## src/design/host_io_defines.svh

```systemverilog
/*
  Host I/O subsystem constants.
  Bus widths, the address map of the host device region,
  the backing memory depth and the device register offsets.
*/

`ifndef HOST_IO_DEFINES_SVH
`define HOST_IO_DEFINES_SVH

`define HOST_IO_ADDR_W      32
`define HOST_IO_DATA_W      64

`define HOST_IO_NUM_CORE    4
// One enable per tracer or profiler kind
`define HOST_IO_NUM_TRACE   12

`define HOST_IO_DEV_BASE    32'h0010_0000
`define HOST_IO_DEV_MASK    32'hFFF0_0000

`define HOST_IO_MEM_WORDS   256

`define HOST_IO_OFS_FINISH  32'h0000_0000
`define HOST_IO_OFS_TRACE   32'h0000_0008
`define HOST_IO_OFS_PUTCH   32'h0000_0010
`define HOST_IO_OFS_ID      32'h0000_0018

`endif
```

## src/design/host_io_pkg.sv

```systemverilog
/*
  Host I/O package.
  Opcode encoding and the command and response formats
  carried on the processor-to-host ready-valid channel.
*/

`default_nettype none

`include "host_io_defines.svh"

package host_io_pkg;

  // 2'b11 is unassigned and treated like the reserved code
  typedef enum logic [1:0]
  {
    e_host_rd   = 2'b00,
    e_host_wr   = 2'b01,
    e_host_rsvd = 2'b10
  } host_opcode_e;

  typedef struct packed
  {
    host_opcode_e                opcode;
    logic [`HOST_IO_ADDR_W-1:0]  addr;
    // log2 of the access size in bytes
    logic [1:0]                  size;
  } host_cmd_header_s;

  typedef struct packed
  {
    host_cmd_header_s            header;
    logic [`HOST_IO_DATA_W-1:0]  data;
  } host_cmd_s;

  typedef struct packed
  {
    host_cmd_header_s            header;
    logic [`HOST_IO_DATA_W-1:0]  data;
    logic                        err;
  } host_resp_s;

endpackage

`default_nettype wire

```

## src/design/host_device.sv

```systemverilog
/*
  Host device.
  Finish bits per core, trace enables, a putchar strobe and a
  read-only identity word, reached by offset in the device region.
  Register effects take place on the accepting edge and the response
  is registered one cycle later, held until yumi.
*/

`default_nettype none

`include "host_io_defines.svh"

module host_device
  #(
    parameter logic [`HOST_IO_DATA_W-1:0] dev_id_p = 64'h0000_0000_0b0a_5e01
  )
  (
    input  logic                          clk_i,
    input  logic                          reset_i,

    input  host_io_pkg::host_cmd_s        cmd_i,
    input  logic                          cmd_v_i,

    output host_io_pkg::host_resp_s       resp_o,
    output logic                          resp_v_o,
    input  logic                          resp_yumi_i,

    output logic [`HOST_IO_NUM_CORE-1:0]  finish_o,
    output logic [`HOST_IO_NUM_TRACE-1:0] trace_en_o,
    output logic [7:0]                    putch_o,
    output logic                          putch_v_o
  );

  logic [`HOST_IO_ADDR_W-1:0]   offset;
  logic                         is_rd;
  logic                         is_wr;
  logic                         hit_finish;
  logic                         hit_trace;
  logic                         hit_putch;
  logic                         hit_id;
  logic                         wr_ok;
  logic                         rd_ok;
  logic [`HOST_IO_DATA_W-1:0]   rd_data;

  logic [`HOST_IO_NUM_CORE-1:0]  finish_r;
  logic [`HOST_IO_NUM_TRACE-1:0] trace_r;
  logic [7:0]                    putch_r;
  logic                          putch_v_r;

  logic                          req_v_r;
  host_io_pkg::host_cmd_header_s req_hdr_r;
  logic [`HOST_IO_DATA_W-1:0]    req_data_r;
  logic                          req_err_r;
  host_io_pkg::host_resp_s       resp_r;
  logic                          resp_v_r;

  assign offset = cmd_i.header.addr & ~`HOST_IO_DEV_MASK;
  assign is_rd  = (cmd_i.header.opcode == host_io_pkg::e_host_rd);
  assign is_wr  = (cmd_i.header.opcode == host_io_pkg::e_host_wr);

  assign hit_finish = (offset == `HOST_IO_OFS_FINISH);
  assign hit_trace  = (offset == `HOST_IO_OFS_TRACE);
  assign hit_putch  = (offset == `HOST_IO_OFS_PUTCH);
  assign hit_id     = (offset == `HOST_IO_OFS_ID);

  // Identity is read-only
  assign wr_ok = is_wr & (hit_finish | hit_trace | hit_putch);
  assign rd_ok = is_rd & (hit_finish | hit_trace | hit_putch | hit_id);

  always_comb
  begin
    rd_data = '0;
    if (hit_finish)
      rd_data[`HOST_IO_NUM_CORE-1:0] = finish_r;
    else if (hit_trace)
      rd_data[`HOST_IO_NUM_TRACE-1:0] = trace_r;
    else if (hit_putch)
      rd_data[7:0] = putch_r;
    else if (hit_id)
      rd_data = dev_id_p;
  end

  always_ff @(posedge clk_i)
  begin
    if (reset_i)
    begin
      finish_r  <= '0;
      trace_r   <= '0;
      putch_v_r <= 1'b0;
    end
    else
    begin
      putch_v_r <= cmd_v_i & wr_ok & hit_putch;
      if (cmd_v_i && wr_ok && hit_finish)
        finish_r <= finish_r | cmd_i.data[`HOST_IO_NUM_CORE-1:0];
      if (cmd_v_i && wr_ok && hit_trace)
        trace_r <= cmd_i.data[`HOST_IO_NUM_TRACE-1:0];
    end
  end

  always_ff @(posedge clk_i)
  begin
    if (cmd_v_i && wr_ok && hit_putch)
      putch_r <= cmd_i.data[7:0];
  end

  // Request stage
  always_ff @(posedge clk_i)
  begin
    if (cmd_v_i)
    begin
      req_hdr_r  <= cmd_i.header;
      req_data_r <= rd_ok ? rd_data : '0;
      req_err_r  <= ~(wr_ok | rd_ok);
    end
    if (req_v_r)
    begin
      resp_r.header <= req_hdr_r;
      resp_r.data   <= req_data_r;
      resp_r.err    <= req_err_r;
    end
  end

  always_ff @(posedge clk_i)
  begin
    if (reset_i)
    begin
      req_v_r  <= 1'b0;
      resp_v_r <= 1'b0;
    end
    else
    begin
      req_v_r <= cmd_v_i;
      if (req_v_r)
        resp_v_r <= 1'b1;
      else if (resp_yumi_i)
        resp_v_r <= 1'b0;
    end
  end

  assign resp_o     = resp_r;
  assign resp_v_o   = resp_v_r;
  assign finish_o   = finish_r;
  assign trace_en_o = trace_r;
  assign putch_o    = putch_r;
  assign putch_v_o  = putch_v_r;

  a_no_cmd_while_busy: assert property (@(posedge clk_i) disable iff (reset_i)
    (resp_v_r || req_v_r) |-> !cmd_v_i);

endmodule

`default_nettype wire

```

## config.mk

```make
export PLATFORM = sky130hd
export DESIGN_NAME = host_device
export DESIGN_NICKNAME = d
export VERILOG_FILES = /design/src/design/host_io_pkg.sv /design/src/design/host_device.sv
export VERILOG_INCLUDE_DIRS = /design/src /design/src/design
export SDC_FILE = /design/constraint.sdc
export NUM_CORES = 1
export LEC_CHECK = 0
export BUFFER_PORTS_ARGS = -buffer_cell sky130_fd_sc_hd__buf_2
export CAP_MARGIN = 20
export CORE_ASPECT_RATIO = 2
export CORE_MARGIN = 10
export CORE_UTILIZATION = 51
export CTS_BUF_LIST = sky130_fd_sc_hd__clkbuf_8
export CTS_CLUSTER_DIAMETER = 40
export DETAILED_ROUTE_END_ITERATION = 12
export MAX_ROUTING_LAYER = met4
export PLACE_DENSITY = 0.95
export SLEW_MARGIN = 40
export SYNTH_ARGS = -nofsm -noshare
export SYNTH_HDL_FRONTEND = slang
export SYNTH_SLANG_ARGS = --single-unit
```

## constraint.sdc

```tcl
create_clock -name clk_i -period 3.06 [get_ports clk_i]
set_clock_uncertainty 0.05 [all_clocks]
set_input_delay 0.153 -clock clk_i [delete_from_list [all_inputs] [get_ports clk_i]]
set_output_delay 0.153 -clock clk_i [all_outputs]
set_load 0.05 [all_outputs]
```

# --- Yosys cells after proc, flatten, opt, wreduce, memory -nomap -nowiden ---
# Index checks and enable logic that the tools add are counted.
totals:
  regBits: 157
  latch_bits: 0
  ram_bits: 0
  mem_bits_ro: 0
  in_bits: 104
  elab_cells: 49
  memories: 0
op_classes:
  add_sub_neg: 0
  multipliers: 0
  n_div: 0
  magnitude_cmp: 0
  n_eq_ne: 4
  shifts: 0
  mux: 7
  bitwise: 11
  reduce_logical: 9
ops:
  columns: ["op", "count"]
  rows:
  - ["equality test 20 x 5 -> 1 bit, second input constant", 2]
  - ["logical NOT 32 bit", 1]
  - ["two-way mux 28 bit", 1]
  - ["equality test 20 x 4 -> 1 bit, second input constant", 1]
  - ["two-way mux 12 bit", 1]
  - ["two-way mux 4 bit", 2]
  - ["two-way mux 8 bit", 1]
  - ["AND 1 bit", 4]
  - ["logical AND 1 bit", 4]
  - ["bitwise OR 1 bit", 4]
  - ["bitwise OR 4 bit", 1]
  - ["OR reduction 4 bit", 1]
  - ["equality test 2 x 1 -> 1 bit, second input constant", 1]
  - ["logical NOT 2 bit", 1]
  - ["two-way mux 1 bit", 2]
  - ["NOT 1 bit", 2]
  - ["nonzero test 2 bit", 1]
  - ["OR reduction 2 bit", 1]

# --- Longest topological paths before layout ---
logic_depth:
  depth_word: 7
  ltp_mapped: 6

# --- Worst setup path after synthesis ---
# OpenSTA, ideal clock, no wires.
synth_timing:
  path_kind: "input port to flip-flop"
  from: "input cmd_i[82] (netlist name)"
  to: "register putch_r[0], in the netlist putch_o[0], enable pin"
  arrival_ns: 1.504
  slack_ns: 1.122
  cell_stages: 5
  n_path_buf: 1
  cell_sequence: "nor4_4 and3_1 buf_6 nand2_1 nor3_1"
synth_via:
  elab_chain_cells: 6
  word_cells_on_any_way: 8
  classes_between: "2 x eq/ne; 3 x bitwise; 3 x reduce/logical"
synth_rtl:
  columns: ["element", "line_no", "text"]
  rows:
  - ["start: declaration", "host_device.sv:21", "input host_io_pkg::host_cmd_s cmd_i,"]
  - ["equality test 20 x 4 -> 1 bit (no line) / logical NOT 32 bit (equally long branches)", null, null]
  - ["bitwise OR 1 bit (2 in series)", "host_device.sv:67", "assign wr_ok = is_wr & (hit_finish | hit_trace | hit_putch);"]
  - ["AND 1 bit", "host_device.sv:67", null]
  - ["logical AND 1 bit", "host_device.sv:103", "if (cmd_v_i && wr_ok && hit_putch)"]
  - ["logical AND 1 bit (*)", "host_device.sv:103", null]
  - ["end signal: assignment", "host_device.sv:104", "putch_r <= cmd_i.data[7:0];"]
  - ["end: declaration", "host_device.sv:47", "logic [7:0] putch_r;"]
# Mark *: on every way between the ends. The rest lies on a longest branch, timed or not.
# A chain may end at the register's enable or synchronous reset.

# --- Worst setup path in the final report ---
layout_timing:
  from: "input cmd_i[79] (netlist name)"
  to: "register putch_v_r, in the netlist putch_v_o"
layout_via:
  elab_chain_cells: 6
  word_cells_on_any_way: 8
  classes_between: "2 x eq/ne; 5 x bitwise; 1 x reduce/logical"
layout_rtl:
  columns: ["element", "line_no", "text"]
  rows:
  - ["equality test 20 x 4 -> 1 bit (no line) / logical NOT 32 bit (equally long branches)", null, null]
  - ["bitwise OR 1 bit (2 in series)", "host_device.sv:67", null]
  - ["AND 1 bit", "host_device.sv:67", null]
  - ["AND 1 bit", "host_device.sv:93", "putch_v_r <= cmd_v_i & wr_ok & hit_putch;"]
  - ["AND 1 bit (*)", "host_device.sv:93", null]
  - ["end signal: assignment", "host_device.sv:93", null]
  - ["end: declaration", "host_device.sv:48", "logic putch_v_r;"]
# Marks and branches as above.

==> impl_metrics.toml <==
[status]
status = "finished clean"

[pwr]
combinationalPowerShare = 0.126
power_frac_clock = 0.349
ir_drop_mv = 0.422
seqPwrFrac = 0.525
cellInternalPower_uw = 2800
power_density_mw_per_mm2 = 629
switching_share = 0.271
p_leak_uw = 0.00249
netSwitchingPower_uw = 1040

[timing]
finalSetupTns_ps = 0
timing.fmax_mhz = 432
slew_headroom = 0.568
hold_viol = 0
post-route-min-period_ps = 2320
min_period_over_period = 0.757
worst_pin_slew_ps = 648
rsz0062_at_grt = "no"
maxSlewViolCount = 0
setup_viol = 0
fin_ws_ps = 744

[floorplanning]
coreArea_sq_mm = 0.00901
ios = 231
dieArea_sq_mm = 0.0137
fp.dieH_microns = 156
start_util = 0.521
die_width_microns = 87.9
rows = 49

[clock_tree]
clock_sinks = 127
cts_tree = "done"
numCtsBuffers = 17
post_cts_buffers = 0
insertion_delay_ps = 420
clock_path_buffers = 2
clkSlewWorstSetupHoldPaths_ps = 70
cts_htree_levels = 4
clock_tree.root_cell = "clkbuf_8"

[logic_synthesis]
synth_cells = 292
synthDistinctLibCells = 33
syn_area_sq_mm = 0.00470
synth_mux_area_frac = 0.00879
ys_seq_elements = 127
synth_top_family_by_area = "buffers and inverters"
synth-xor-area-share = 0
synth_compound_area_frac = 0.0535
synth-adder-area-share = 0
avgSynthCellArea_sq_um = 16.1
yosys.area_share.simple = 0.0679
yosysSeqAreaShare = 0.771
yosys_warnings = 0

[routing]
vias_per_cell = 5.06
firstDrtPassIters = 5
wl_per_cell_microns = 19.0
antenna_left = 0
post-route-drc-count = 0
wl_microns = 11200
drt-initial-drc-count = 132
dr_total_vias = 2996

[worst_setup_path]
crit_path_end_kind = "flip-flop"
cp.required_ps = 3370
crit_type = "input pin to flip-flop"
cp-start-kind = "input pin"
cp_data_arrival_time_ps = 2630
critPathMaxFanout = 17

[grt]
overflow = 0
grt_pass1_wl_microns = 16400
grt_pass1_vias = 3053
grt_max_degree = 52
grt_usage = 0.163
antenna_found_initial = 0

[layout]
nets = 581
fin_util = 0.677
antenna_cells = 0
final_cell_mix = "buf_2 (133), edfxtp_1 (108), dlygate4sd3_1 (48)"
fin_cells = 592
final_area_sq_mm = 0.00610
synthToLayoutAreaGrowth_pct = 29.9
drive_gt1_frac = 0.351
final_common_cell = "buf_2"

[flow_run]
cap_violations = 0

[place]
placed_cells_incl_taps = 512
hpwlAfterDp_microns = 8100
io_buffer_count = 133
placed_area_sq_mm = 0.00524
place_congestion = 0.845
place_ws_ps = 994

[min_path]
hold_class = "input pin to flip-flop"
-- layer usage --
metal / track usage / vias to the layer above / routed length (microns)
met5: - / - / 0
met4: 0.0893 / 0 / 253
met3: 0.0460 / 16 / 943
met2: 0.280 / 175 / 6180
met1: 0.159 / 1425 / 3860
li1: - / 1380 / -
-- power groups by stage --
stage	registers, uW	clock network [uW]	logic, uW
3_3_place_gp	2050	0	424
5_1_grt	2030	1440	502
4_1_cts	2020	1370	479
2_1_floorplan	2200	0	211
3_5_place_dp	2050	0	430
6_report	2020	1340	482
-- path summary, 6_finish.rpt --
path | startpoint | end | slack, ps | depth (start not counted)
max | cmd_i[79] | putch_v_o | 740 | 8
min | reset_i | finish_o[0] | 60 | 2
max reg2reg | req_v_r | resp_o[92] | 1860 | 0
min reg2reg | req_hdr_r[8] | resp_o[73] | 370 | 0
-- state kept, by name (all words and copies together) (netlist names) --
name        count
req_err_r       1
trace_en_o     12
resp_o         50
finish_o        4
req_hdr_r      36
putch_o         8
resp_v_o        1
req_v_r         1
putch_v_o       1
req_data_r     13
-- repair_timing --
item                                   4_1_cts  5_1_grt
resized for setup                            0        0
endpoints found under the hold margin       59        0
hold buffers                                48        0
-- cell type report --
type,instances,area [sq um]
Fill cell,630,2910
Timing Repair Buffer,186,1180
Multi-Input combinational cell,144,781
Inverter,1,3.75
Clock buffer,17,234
Clock inverter,15,145
Tap cell,102,128
Sequential cell,127,3630
-- metrics by stage --
| stage | hold slack (ps) | power, uW |
|---|---|---|
| floorplan | 180 | 2420 |
| global placement | 281 | 2470 |
| detailed placement | 281 | 2480 |
| CTS | 30.0 | 3870 |
| global route | 49.7 | 3970 |
| finish | 63.4 | 3840 |
-- synthesized netlist by cell type --
library cell | n | share of area
a21oi_1 | 16 | 0.017
a22oi_1 | 4 | 0.0064
a311o_1 | 1 | 0.0021
a41oi_1 | 4 | 0.0075
and2_1 | 2 | 0.0027
and2b_1 | 1 | 0.0016
and3_1 | 2 | 0.0027
and3b_1 | 1 | 0.0019
and4b_1 | 1 | 0.0021
buf_2 | 3 | 0.0032
buf_4 | 52 | 0.083
buf_6 | 2 | 0.0048
clkbuf_1 | 7 | 0.0056
conb_1 | 1 | 0.00080
dfxtp_1 | 19 | 0.081
edfxtp_1 | 108 | 0.69
inv_1 | 1 | 0.00080
mux2_2 | 1 | 0.0024
mux2i_1 | 3 | 0.0064
nand2_1 | 1 | 0.00080
nand2b_1 | 1 | 0.0013
nand3_1 | 2 | 0.0021
nand3_2 | 1 | 0.0021
nand3b_1 | 1 | 0.0016
nand4_1 | 13 | 0.017
nor2_1 | 11 | 0.0088
nor2b_1 | 2 | 0.0027
nor3_1 | 11 | 0.012
nor4_1 | 3 | 0.0040
nor4_4 | 1 | 0.0045
o211a_1 | 3 | 0.0064
o21ai_0 | 12 | 0.013
o22ai_1 | 1 | 0.0013
-- cells by family (layout without fill, tap and decap cells) --
kind of cell / Yosys count / in the layout
simple gates: 54 / 54
mux: 4 / 4
buf+inv: 65 / 219
compound gates: 41 / 41
flops: 127 / 127
other cells: 1 / 45
-- critical path: stages --
cell           delay [ps]
dlygate4sd3_1         540
buf_2                 140
nor4_1                500
and2_1                210
buf_4                 220
nand2_1               140
nor3_1                170
dlygate4sd3_1         550
Power figures use the tool's default switching activity.
