`config.mk`:
```
export PLATFORM = sky130hd
export DESIGN_NAME = host_addr_router
export DESIGN_NICKNAME = d
export VERILOG_FILES = /design/src/design/host_io_pkg.sv /design/src/design/host_addr_router.sv
export VERILOG_INCLUDE_DIRS = /design/src /design/src/design
export SDC_FILE = /design/constraint.sdc
export NUM_CORES = 1
export LEC_CHECK = 0
export BUFFER_PORTS_ARGS = -buffer_cell sky130_fd_sc_hd__buf_2
export CAP_MARGIN = 40
export CELL_PAD_IN_SITES_DETAIL_PLACEMENT = 0
export CELL_PAD_IN_SITES_GLOBAL_PLACEMENT = 1
export CORE_AREA = 2 2 237 239
export CTS_BUF_LIST = sky130_fd_sc_hd__clkbuf_4
export DETAILED_ROUTE_END_ITERATION = 8
export DIE_AREA = 0 0 239 241
export HOLD_SLACK_MARGIN = 0.02
export PLACE_DENSITY_LB_ADDON = 0.2
export SKIP_LAST_GASP = 1
export SLEW_MARGIN = 20
export SYNTH_ARGS = -nofsm -noshare
export SYNTH_HDL_FRONTEND = slang
export SYNTH_SLANG_ARGS = --single-unit
```
`constraint.sdc`:
```
create_clock -name clk_i -period 1 [get_ports clk_i]
set_input_delay 0.1 -clock clk_i [delete_from_list [all_inputs] [get_ports clk_i]]
set_output_delay 0.1 -clock clk_i [all_outputs]
set_load 0.01 [all_outputs]
```
`src/design/host_io_defines.svh`:
```
/*
  Host I/O subsystem constants.
  Bus widths, the address map of the host device region,
  the backing memory depth and the device register offsets.
*/

`ifndef HOST_IO_DEFINES_SVH
`define HOST_IO_DEFINES_SVH

`define HOST_IO_ADDR_W      32
`define HOST_IO_DATA_W      64

`define HOST_IO_NUM_CORE    4
// One enable per tracer or profiler kind
`define HOST_IO_NUM_TRACE   12

`define HOST_IO_DEV_BASE    32'h0010_0000
`define HOST_IO_DEV_MASK    32'hFFF0_0000

`define HOST_IO_MEM_WORDS   256

`define HOST_IO_OFS_FINISH  32'h0000_0000
`define HOST_IO_OFS_TRACE   32'h0000_0008
`define HOST_IO_OFS_PUTCH   32'h0000_0010
`define HOST_IO_OFS_ID      32'h0000_0018

`endif
```
`src/design/host_io_pkg.sv`:
```
/*
  Host I/O package.
  Opcode encoding and the command and response formats
  carried on the processor-to-host ready-valid channel.
*/

`default_nettype none

`include "host_io_defines.svh"

package host_io_pkg;

  // 2'b11 is unassigned and treated like the reserved code
  typedef enum logic [1:0]
  {
    e_host_rd   = 2'b00,
    e_host_wr   = 2'b01,
    e_host_rsvd = 2'b10
  } host_opcode_e;

  typedef struct packed
  {
    host_opcode_e                opcode;
    logic [`HOST_IO_ADDR_W-1:0]  addr;
    // log2 of the access size in bytes
    logic [1:0]                  size;
  } host_cmd_header_s;

  typedef struct packed
  {
    host_cmd_header_s            header;
    logic [`HOST_IO_DATA_W-1:0]  data;
  } host_cmd_s;

  typedef struct packed
  {
    host_cmd_header_s            header;
    logic [`HOST_IO_DATA_W-1:0]  data;
    logic                        err;
  } host_resp_s;

endpackage

`default_nettype wire

```
`src/design/host_addr_router.sv`:
```
/*
  Host address router.
  Steers each command to the host device or the backing memory by
  address, keeps one command in flight and returns the response of
  the chosen target to the master.
*/

`default_nettype none

`include "host_io_defines.svh"

module host_addr_router
  (
    input  logic                    clk_i,
    input  logic                    reset_i,

    input  host_io_pkg::host_cmd_s  cmd_i,
    input  logic                    cmd_v_i,
    output logic                    cmd_ready_o,

    output host_io_pkg::host_resp_s resp_o,
    output logic                    resp_v_o,
    input  logic                    resp_ready_i,

    output host_io_pkg::host_cmd_s  dev_cmd_o,
    output logic                    dev_cmd_v_o,
    input  host_io_pkg::host_resp_s dev_resp_i,
    input  logic                    dev_resp_v_i,
    output logic                    dev_resp_yumi_o,

    output host_io_pkg::host_cmd_s  mem_cmd_o,
    output logic                    mem_cmd_v_o,
    input  host_io_pkg::host_resp_s mem_resp_i,
    input  logic                    mem_resp_v_i,
    output logic                    mem_resp_yumi_o
  );

  logic pend_r;
  logic tgt_dev_r;
  logic sel_dev;
  logic cmd_acc;
  logic resp_done;

  assign sel_dev = ((cmd_i.header.addr & `HOST_IO_DEV_MASK) == `HOST_IO_DEV_BASE);

  // Only one command in flight
  assign cmd_ready_o = ~pend_r;
  assign cmd_acc     = cmd_v_i & cmd_ready_o;

  assign dev_cmd_o   = cmd_i;
  assign mem_cmd_o   = cmd_i;
  assign dev_cmd_v_o = cmd_acc & sel_dev;
  assign mem_cmd_v_o = cmd_acc & ~sel_dev;

  assign resp_o   = tgt_dev_r ? dev_resp_i : mem_resp_i;
  assign resp_v_o = pend_r & (tgt_dev_r ? dev_resp_v_i : mem_resp_v_i);

  assign resp_done       = resp_v_o & resp_ready_i;
  assign dev_resp_yumi_o = resp_done & tgt_dev_r;
  assign mem_resp_yumi_o = resp_done & ~tgt_dev_r;

  always_ff @(posedge clk_i)
  begin
    if (reset_i)
    begin
      pend_r    <= 1'b0;
      tgt_dev_r <= 1'b0;
    end
    else if (cmd_acc)
    begin
      pend_r    <= 1'b1;
      tgt_dev_r <= sel_dev;
    end
    else if (resp_done)
      pend_r <= 1'b0;
  end

  // The single-outstanding rule keeps the two targets from answering at once
  a_one_target_resp: assert property (@(posedge clk_i) disable iff (reset_i)
    !(dev_resp_v_i && mem_resp_v_i));

endmodule

`default_nettype wire

```
# Word level (Yosys, flattened, before mapping)

Index checks and enable logic that the tools add are counted.

Output and inout port bits: 307
Bits in registers: 2

Equality and inequality tests: 1
Bitwise operators: 10
Reduce and logical (&&, ||, !) cells: 1
Multiplexer cells: 4

Operators by type and width:

| kind                                                 | number |
|---|---|
| 2-to-1 mux 101 bit                                   | 1 |
| equality test 12 x 1 -> 1 bit, second input constant | 1 |
| AND 1 bit                                            | 7 |
| 2-to-1 mux 1 bit                                     | 3 |
| inverter 1 bit                                       | 3 |
| nonzero test 2 bit                                   | 1 |

# Longest topological paths before layout

Gate-level depths: netlist of the first run.

Depth after elaboration: 5
Mapped depth: 5
Mapped depth without buffers: 3

# Least setup slack after synthesis of the first run

No wires, ideal clock.

Kind: flip-flop to output port
From: register tgt_dev_r
To: output port resp_o[40] (netlist bit)
Required time: 0.900 ns
Data arrival time: 1.028 ns
Stages on the path, launching flop included: 5
Path buffers: 3
Slack: -0.128 ns
Cell sequence: dfxtp_1 -> buf_6 -> buf_6 -> buf_6 -> mux2_4

RTL lines:

| what                     | line                   | source |
|---|---|---|
| start: declaration       | host_addr_router.sv:39 | `logic tgt_dev_r;` |
| start signal: assignment | host_addr_router.sv:72 | `tgt_dev_r <= sel_dev;` |
| end: declaration         | host_addr_router.sv:21 | `output host_io_pkg::host_resp_s resp_o,` |

==> results of run 1 <==
==> area by class of cell <==
cell class | count | area, µm²
Fill cell | 6426 | 49900
Timing Repair Buffer | 389 | 2450
Multi-Input combinational cell | 121 | 1540
Tap cell | 704 | 881
Sequential cell | 2 | 45.0
Clock buffer | 4 | 30.0
Inverter | 1 | 3.75
==> worst max-delay path: cells and delay by family (launching register included) <==
kind                   cells  cell delay (ns)
buffers and inverters      3             0.45
flip-flops                 1             0.38
multiplexers               1             0.34
==> per-stage QoR <==
stage	area, µm²	utilization	setup WS (ns)	std cells	power (mW)
after floorplan	3140	-	-0.110	336	1.32
after global placement	4490	0.0818	-0.262	1210	1.34
after detailed placement	4490	0.0818	-0.267	1210	1.32
after CTS	4700	0.0857	-0.530	1216	1.64
after global routing	4950	0.0902	-0.568	1221	1.81
final	4950	0.0902	-0.505	1221	1.66
==> synth_stat cells (all sizes together) <==
master  number  area, µm²
buf        212       1610
mux2       101       1310
nand2        4       15.0
nor2         3       11.3
nor4         3       31.3
dfxtp        2       40.0
a21oi        1       5.00
a31oi        1       6.26
inv          1       3.75
mux2i        1       10.0
nand2b       1       6.26
nand4        1       6.26
nor2b        1       6.26
nor3b        1       7.51
nor4b        1       15.0
o22ai        1       6.26
or3          1       6.26
==> state kept, by name, indices dropped and copies added (netlist names) <==
signal / cells
tgt_dev_r: 1
pend_r: 1
==> kinds of logic after synthesis <==
kind of cell,Yosys count
flops,2
simple gates,16
mux,102
compound gates,3
buf+inv,213
==> power by group through the flow <==
| stage | Combinational (mW) | Sequential (mW) | Clock (mW) |
|---|---|---|---|
| after floorplan | 1.24 | 0.0873 | 0 |
| after global placement | 1.25 | 0.0838 | 0 |
| after CTS | 1.30 | 0.0833 | 0.253 |
| after global routing | 1.46 | 0.0833 | 0.262 |
| after detailed placement | 1.24 | 0.0837 | 0 |
| final | 1.34 | 0.0834 | 0.232 |
==> what timing repair did <==
item | CTS | global route
buffers inserted | 2 | 3
gates cloned | 1 | 2
pin swaps | 1 | 1
endpoints found under the setup margin | 108 | 109
resized for setup | 32 | 35
==> worst paths after layout <==
path                                 from          to  slack, ns
worst min-delay path              reset_i   tgt_dev_r       0.07
worst min register to register     pend_r      pend_r       0.65
worst max register to register  tgt_dev_r      pend_r      -0.12
worst max-delay path            tgt_dev_r  resp_o[37]      -0.51
==> layer usage <==
metal  up-vias  global-route usage  share of wire
li1       1278                   -              -
met1      1186              0.0369           0.32
met2       330              0.0632           0.47
met3        36              0.0285           0.18
met4         0              0.0138          0.025
met5         -                   0              0
==> impl_metrics.py, run 1 <==
metrics = {
    "timing": {
        "slew_headroom": 0.778,
        "worst_slack_ns": -0.505,
        "fmax_mhz": 664,
        "period_share": 1.51,
        "worst_pin_slew_ns": 0.332,
        "fin_skew_ns": 0.00713,
        "drv_slew": 0,
        "rsz0062_at_grt": "yes",
        "timing.setup.tns_ns": -47.72,
        "setup_viol": 108,
        "min_period_ns": 1.51,
        "whs_ns": 0.0698,
        "hold_violations": 0,
    },
    "final_layout": {
        "layout_commonest_cell": "buf_2",
        "most-common-layout-cells": "buf_2, mux2_2, mux2_4, buf_6, buf_4",
        "fin_nets": 826,
        "syn_to_final_growth_pct": 59.9,
        "antennaDiodeCount": 0,
        "drive_above_1_share": 0.986,
    },
    "placement": {
        "io_buffers": 350,
        "gp_congestion": 0.654,
        "hpwl_mm": 12.1,
    },
    "drt": {
        "final_antenna_net_count": 0,
        "drt_iter0_drc": 26,
        "via_count": 2830,
        "drc_errors": 0,
        "wl_per_cell_um": 10.9,
        "vias_per_cell": 2.32,
        "drt_wl_total_mm": 13.2,
        "firstDrtPassIters": 4,
    },
    "cts": {
        "clock_latency_ns": 0.23,
        "cts_buffers": 3,
        "cts_tree": "yes",
        "hold_buffers": 0,
        "cts-root-buf": "clkbuf_4",
        "clkSinkCount": 2,
        "clock_path_buffers": 2,
        "path_clk_slew_ns": 0.04,
        "h-tree-depth": 1,
    },
    "worst_setup_path": {
        "criticalPathCategory": "flop to primary output",
        "cp-start-kind": "flop",
        "cp_max_fo": 12,
        "crit_top_cell": "buf_12",
        "end_kind": "primary output",
        "critPathMaxStageDelay_ns": 0.38,
        "crit_chain": "buf_12 -> buf_12 -> mux2_2 -> buf_2",
        "r2r.worst_path.cells": 5,
        "worstPathRequired_ns": 0.90,
        "cp_slowest_cell": "dfxtp_4",
        "cp.arrival_ns": 1.41,
    },
    "status": {
        "status": "finished with violations",
        "violations": "negative setup slack",
    },
    "power_and_ir_drop": {
        "p_int_mw": 1.09,
        "clkPwrFrac": 0.140,
        "total_leakage_power_nw": 2.31,
        "peakVddDrop_v": 0.000162,
        "p_switching_mw": 0.570,
        "switching_share": 0.343,
        "power_density_mw_per_mm2": 335,
        "comb_power_share": 0.810,
        "power_frac_seq": 0.050,
    },
    "synth": {
        "yosys.area_share.adder": 0,
        "synth_top_family_by_area": "buffers and inverters",
        "synth_warnings": 0,
        "synthCells": 336,
        "synth_fp_nets": 644,
        "yosys.area_share.simple": 0.0340,
        "yosys.area_share.xor_xnor": 0,
        "syn_area_mm2": 0.00310,
        "yosysUniqueCellTypes": 21,
        "ys_ff_latch": 2,
        "syn_area_per_cell_um2": 9.21,
        "ys_seq_area_frac": 0.0129,
        "synth_compound_area_frac": 0.00566,
        "muxShareOfSynthArea": 0.428,
    },
    "floorplanning": {
        "rows": 86,
        "die_w_um": 239,
        "pin_count": 615,
        "fp.coreArea_mm2": 0.0549,
        "die-area_mm2": 0.0576,
        "die_h_um": 241,
        "initial_core_util": 0.0564,
    },
    "worst_hold_path": {
        "hold-path-cell-count": 2,
        "hp-class": "input pin to flop",
    },
    "global_routing": {
        "grt_usage": 0.0383,
        "grt_max_degree": 18,
        "grt_pass1_wl_mm": 16.6,
        "antenna_found_initial": 0,
        "grt.overflow.total": 0,
        "grt_pass1_vias": 2880,
    },
    "job": {
        "drv_cap": 0,
    },
}
No activity file was read; power rests on OpenSTA's default activity.
==> run 2, diff against run 1 <==
--- a/config.mk
+++ b/config.mk
@@ -11,7 +11,7 @@
 export CELL_PAD_IN_SITES_DETAIL_PLACEMENT = 0
 export CELL_PAD_IN_SITES_GLOBAL_PLACEMENT = 1
 export CORE_AREA = 2 2 237 239
-export CTS_BUF_LIST = sky130_fd_sc_hd__clkbuf_4
+export CTS_BUF_LIST = sky130_fd_sc_hd__clkbuf_8
 export DETAILED_ROUTE_END_ITERATION = 8
 export DIE_AREA = 0 0 239 241
 export HOLD_SLACK_MARGIN = 0.02
==> run 2 against run 1 <==
Against the previous run:
- the run still ends with negative setup slack left
- count of clock-buffer cells in the layout is 1 lower
- via count up 0.18%
- clock skew is 0.0023 ns lower
- combinational power about the same
- core utilization about the same
- final area is 0.30% higher
- flip-flop and latch count is the same
- die area unchanged
- sequential power barely moved
- critical endpoint unchanged
- largest cell class unchanged
==> impl_metrics.py, run 2 (synthesis results as in run 1) <==
metrics = {
    "status": {
        "status": "finished with violations",
        "violations": "negative setup slack",
    },
    "floorplanning": {
        "die_w_um": 239,
        "fp.coreArea_mm2": 0.0549,
        "die-area_mm2": 0.0576,
        "pin_count": 615,
        "die_h_um": 241,
        "rows": 86,
        "initial_core_util": 0.0564,
    },
    "timing": {
        "fin_skew_ns": 0.00479,
        "min_period_ns": 1.49,
        "worst_pin_slew_ns": 0.332,
        "slew_headroom": 0.778,
        "period_share": 1.49,
        "setup_viol": 108,
        "hold_violations": 0,
        "fmax_mhz": 670,
        "drv_slew": 0,
        "whs_ns": 0.0851,
        "rsz0062_at_grt": "yes",
        "worst_slack_ns": -0.491,
    },
    "drt": {
        "via_count": 2835,
        "drt_iter0_drc": 26,
        "drc_errors": 0,
        "wl_per_cell_um": 10.9,
        "vias_per_cell": 2.32,
        "final_antenna_net_count": 0,
        "firstDrtPassIters": 4,
        "drt_wl_total_mm": 13.3,
    },
    "cts": {
        "cts_tree": "yes",
        "cts-root-buf": "clkbuf_8",
        "hold_buffers": 0,
        "h-tree-depth": 1,
        "clock_path_buffers": 2,
        "cts_buffers": 3,
        "clkSinkCount": 2,
        "clock_latency_ns": 0.22,
        "path_clk_slew_ns": 0.03,
    },
    "final_layout": {
        "fin_nets": 826,
        "biggestRegsByFlops": "pend_r (1), tgt_dev_r (1)",
        "layout_commonest_cell": "buf_2",
        "finalInstanceArea_mm2": 0.00496,
        "fin_cells": 1221,
        "antennaDiodeCount": 0,
        "drive_above_1_share": 0.983,
        "num-fill-cells": 6420,
        "syn_to_final_growth_pct": 60.3,
        "most-common-layout-cells": "buf_2, mux2_2, mux2_4, buf_6, buf_4",
    },
    "power_and_ir_drop": {
        "comb_power_share": 0.760,
        "p_int_mw": 1.18,
        "switching_share": 0.336,
        "clkPwrFrac": 0.193,
        "total_leakage_power_nw": 2.31,
        "peakVddDrop_v": 0.000196,
        "p_switching_mw": 0.594,
        "power_density_mw_per_mm2": 356,
        "power_frac_seq": 0.047,
    },
    "worst_setup_path": {
        "r2r-start": "tgt_dev_r",
        "crit_top_cell": "buf_12",
        "worstPathRequired_ns": 0.90,
        "critPathMaxStageDelay_ns": 0.38,
        "r2r.worst_path.cells": 5,
        "cp.arrival_ns": 1.39,
        "crit_chain": "buf_12 -> buf_12 -> mux2_2 -> buf_2",
        "cp_slowest_cell": "dfxtp_4",
        "critPathBufInv": 3,
        "end_kind": "primary output",
        "ff2ff_setup_slack_ns": -0.11,
        "cp_max_fo": 12,
        "cp-start-kind": "flop",
        "cp_top_family": "buffers and inverters",
        "criticalPathCategory": "flop to primary output",
        "timing.rr.end": "pend_r",
        "cp_num_cells": 4,
    },
    "global_routing": {
        "grt.overflow.total": 0,
        "grt_max_degree": 18,
        "grt_usage": 0.0384,
        "antenna_found_initial": 0,
        "grt_pass1_wl_mm": 16.6,
        "grt_pass1_vias": 2882,
    },
    "placement": {
        "hpwl_mm": 12.1,
        "place_area_mm2": 0.00449,
        "gp_congestion": 0.654,
        "place_inst": 1210,
        "io_buffers": 350,
    },
    "worst_hold_path": {
        "hold_end": "tgt_dev_r",
        "min_from": "reset_i",
        "hp-class": "input pin to flop",
        "hold-path-cell-count": 2,
    },
    "job": {
        "drv_cap": 0,
    },
}
run 2: changes by cell type in the layout (fill, tap and decap cells not counted), sizes merged:
cell,previous run,this run
inv,1,2
clkbuf,6,5
run 2: how the worst max path moves through the flow:
stage | from | end | slack, ns
after floorplan | tgt_dev_r | resp_o[40] | -0.11
after global placement | tgt_dev_r | resp_o[32] | -0.26
after detailed placement | tgt_dev_r | resp_o[52] | -0.27
after CTS | tgt_dev_r | resp_v_o | -0.51
after global routing | tgt_dev_r | resp_o[32] | -0.54
final | tgt_dev_r | resp_o[37] | -0.49
run 2: cell type report:
type / count / area (µm²) / share of cell area
clock buffer: 3 / 41.3 / 0.00832
timing repair buffer: 389 / 2450 / 0.494
inverter: 1 / 3.75 / 0.000756
multi-input combinational: 121 / 1540 / 0.310
clock inverter: 1 / 3.75 / 0.000756
tap: 704 / 881 / 0.177
sequential: 2 / 45.0 / 0.00907
run 2: per-layer routing:
metal,share of wire,track usage
met2,0.47,0.0632
met3,0.18,0.0288
met1,0.32,0.0369
met4,0.027,0.0138
met5,0,0
run 2: through the flow:
step | power (mW) | worst slack [ns] | utilization | TNS (ns)
after global placement | 1.34 | -0.262 | 0.0818 | -23.99
after CTS | 1.74 | -0.506 | 0.0859 | -49.20
after floorplan | 1.32 | -0.110 | - | -8.99
final | 1.77 | -0.491 | 0.0904 | -46.27
after global routing | 1.92 | -0.540 | 0.0904 | -51.84
after detailed placement | 1.32 | -0.267 | 0.0818 | -24.37
run 2: repair_timing:
action                                  CTS  global route
setup buffers                             2             3
endpoints found under the setup margin  108           109
pin swaps                                 1             1
hold endpoints to repair                  0             0
resized for setup                        32            34
gates cloned                              1             2
run 2: power by group through the flow:
stage	Combinational, mW	Sequential [mW]	Clock, mW
final	1.34	0.0835	0.341
after global routing	1.46	0.0835	0.368
after CTS	1.30	0.0835	0.355
after detailed placement	1.24	0.0837	0
after global placement	1.25	0.0838	0
after floorplan	1.24	0.0873	0
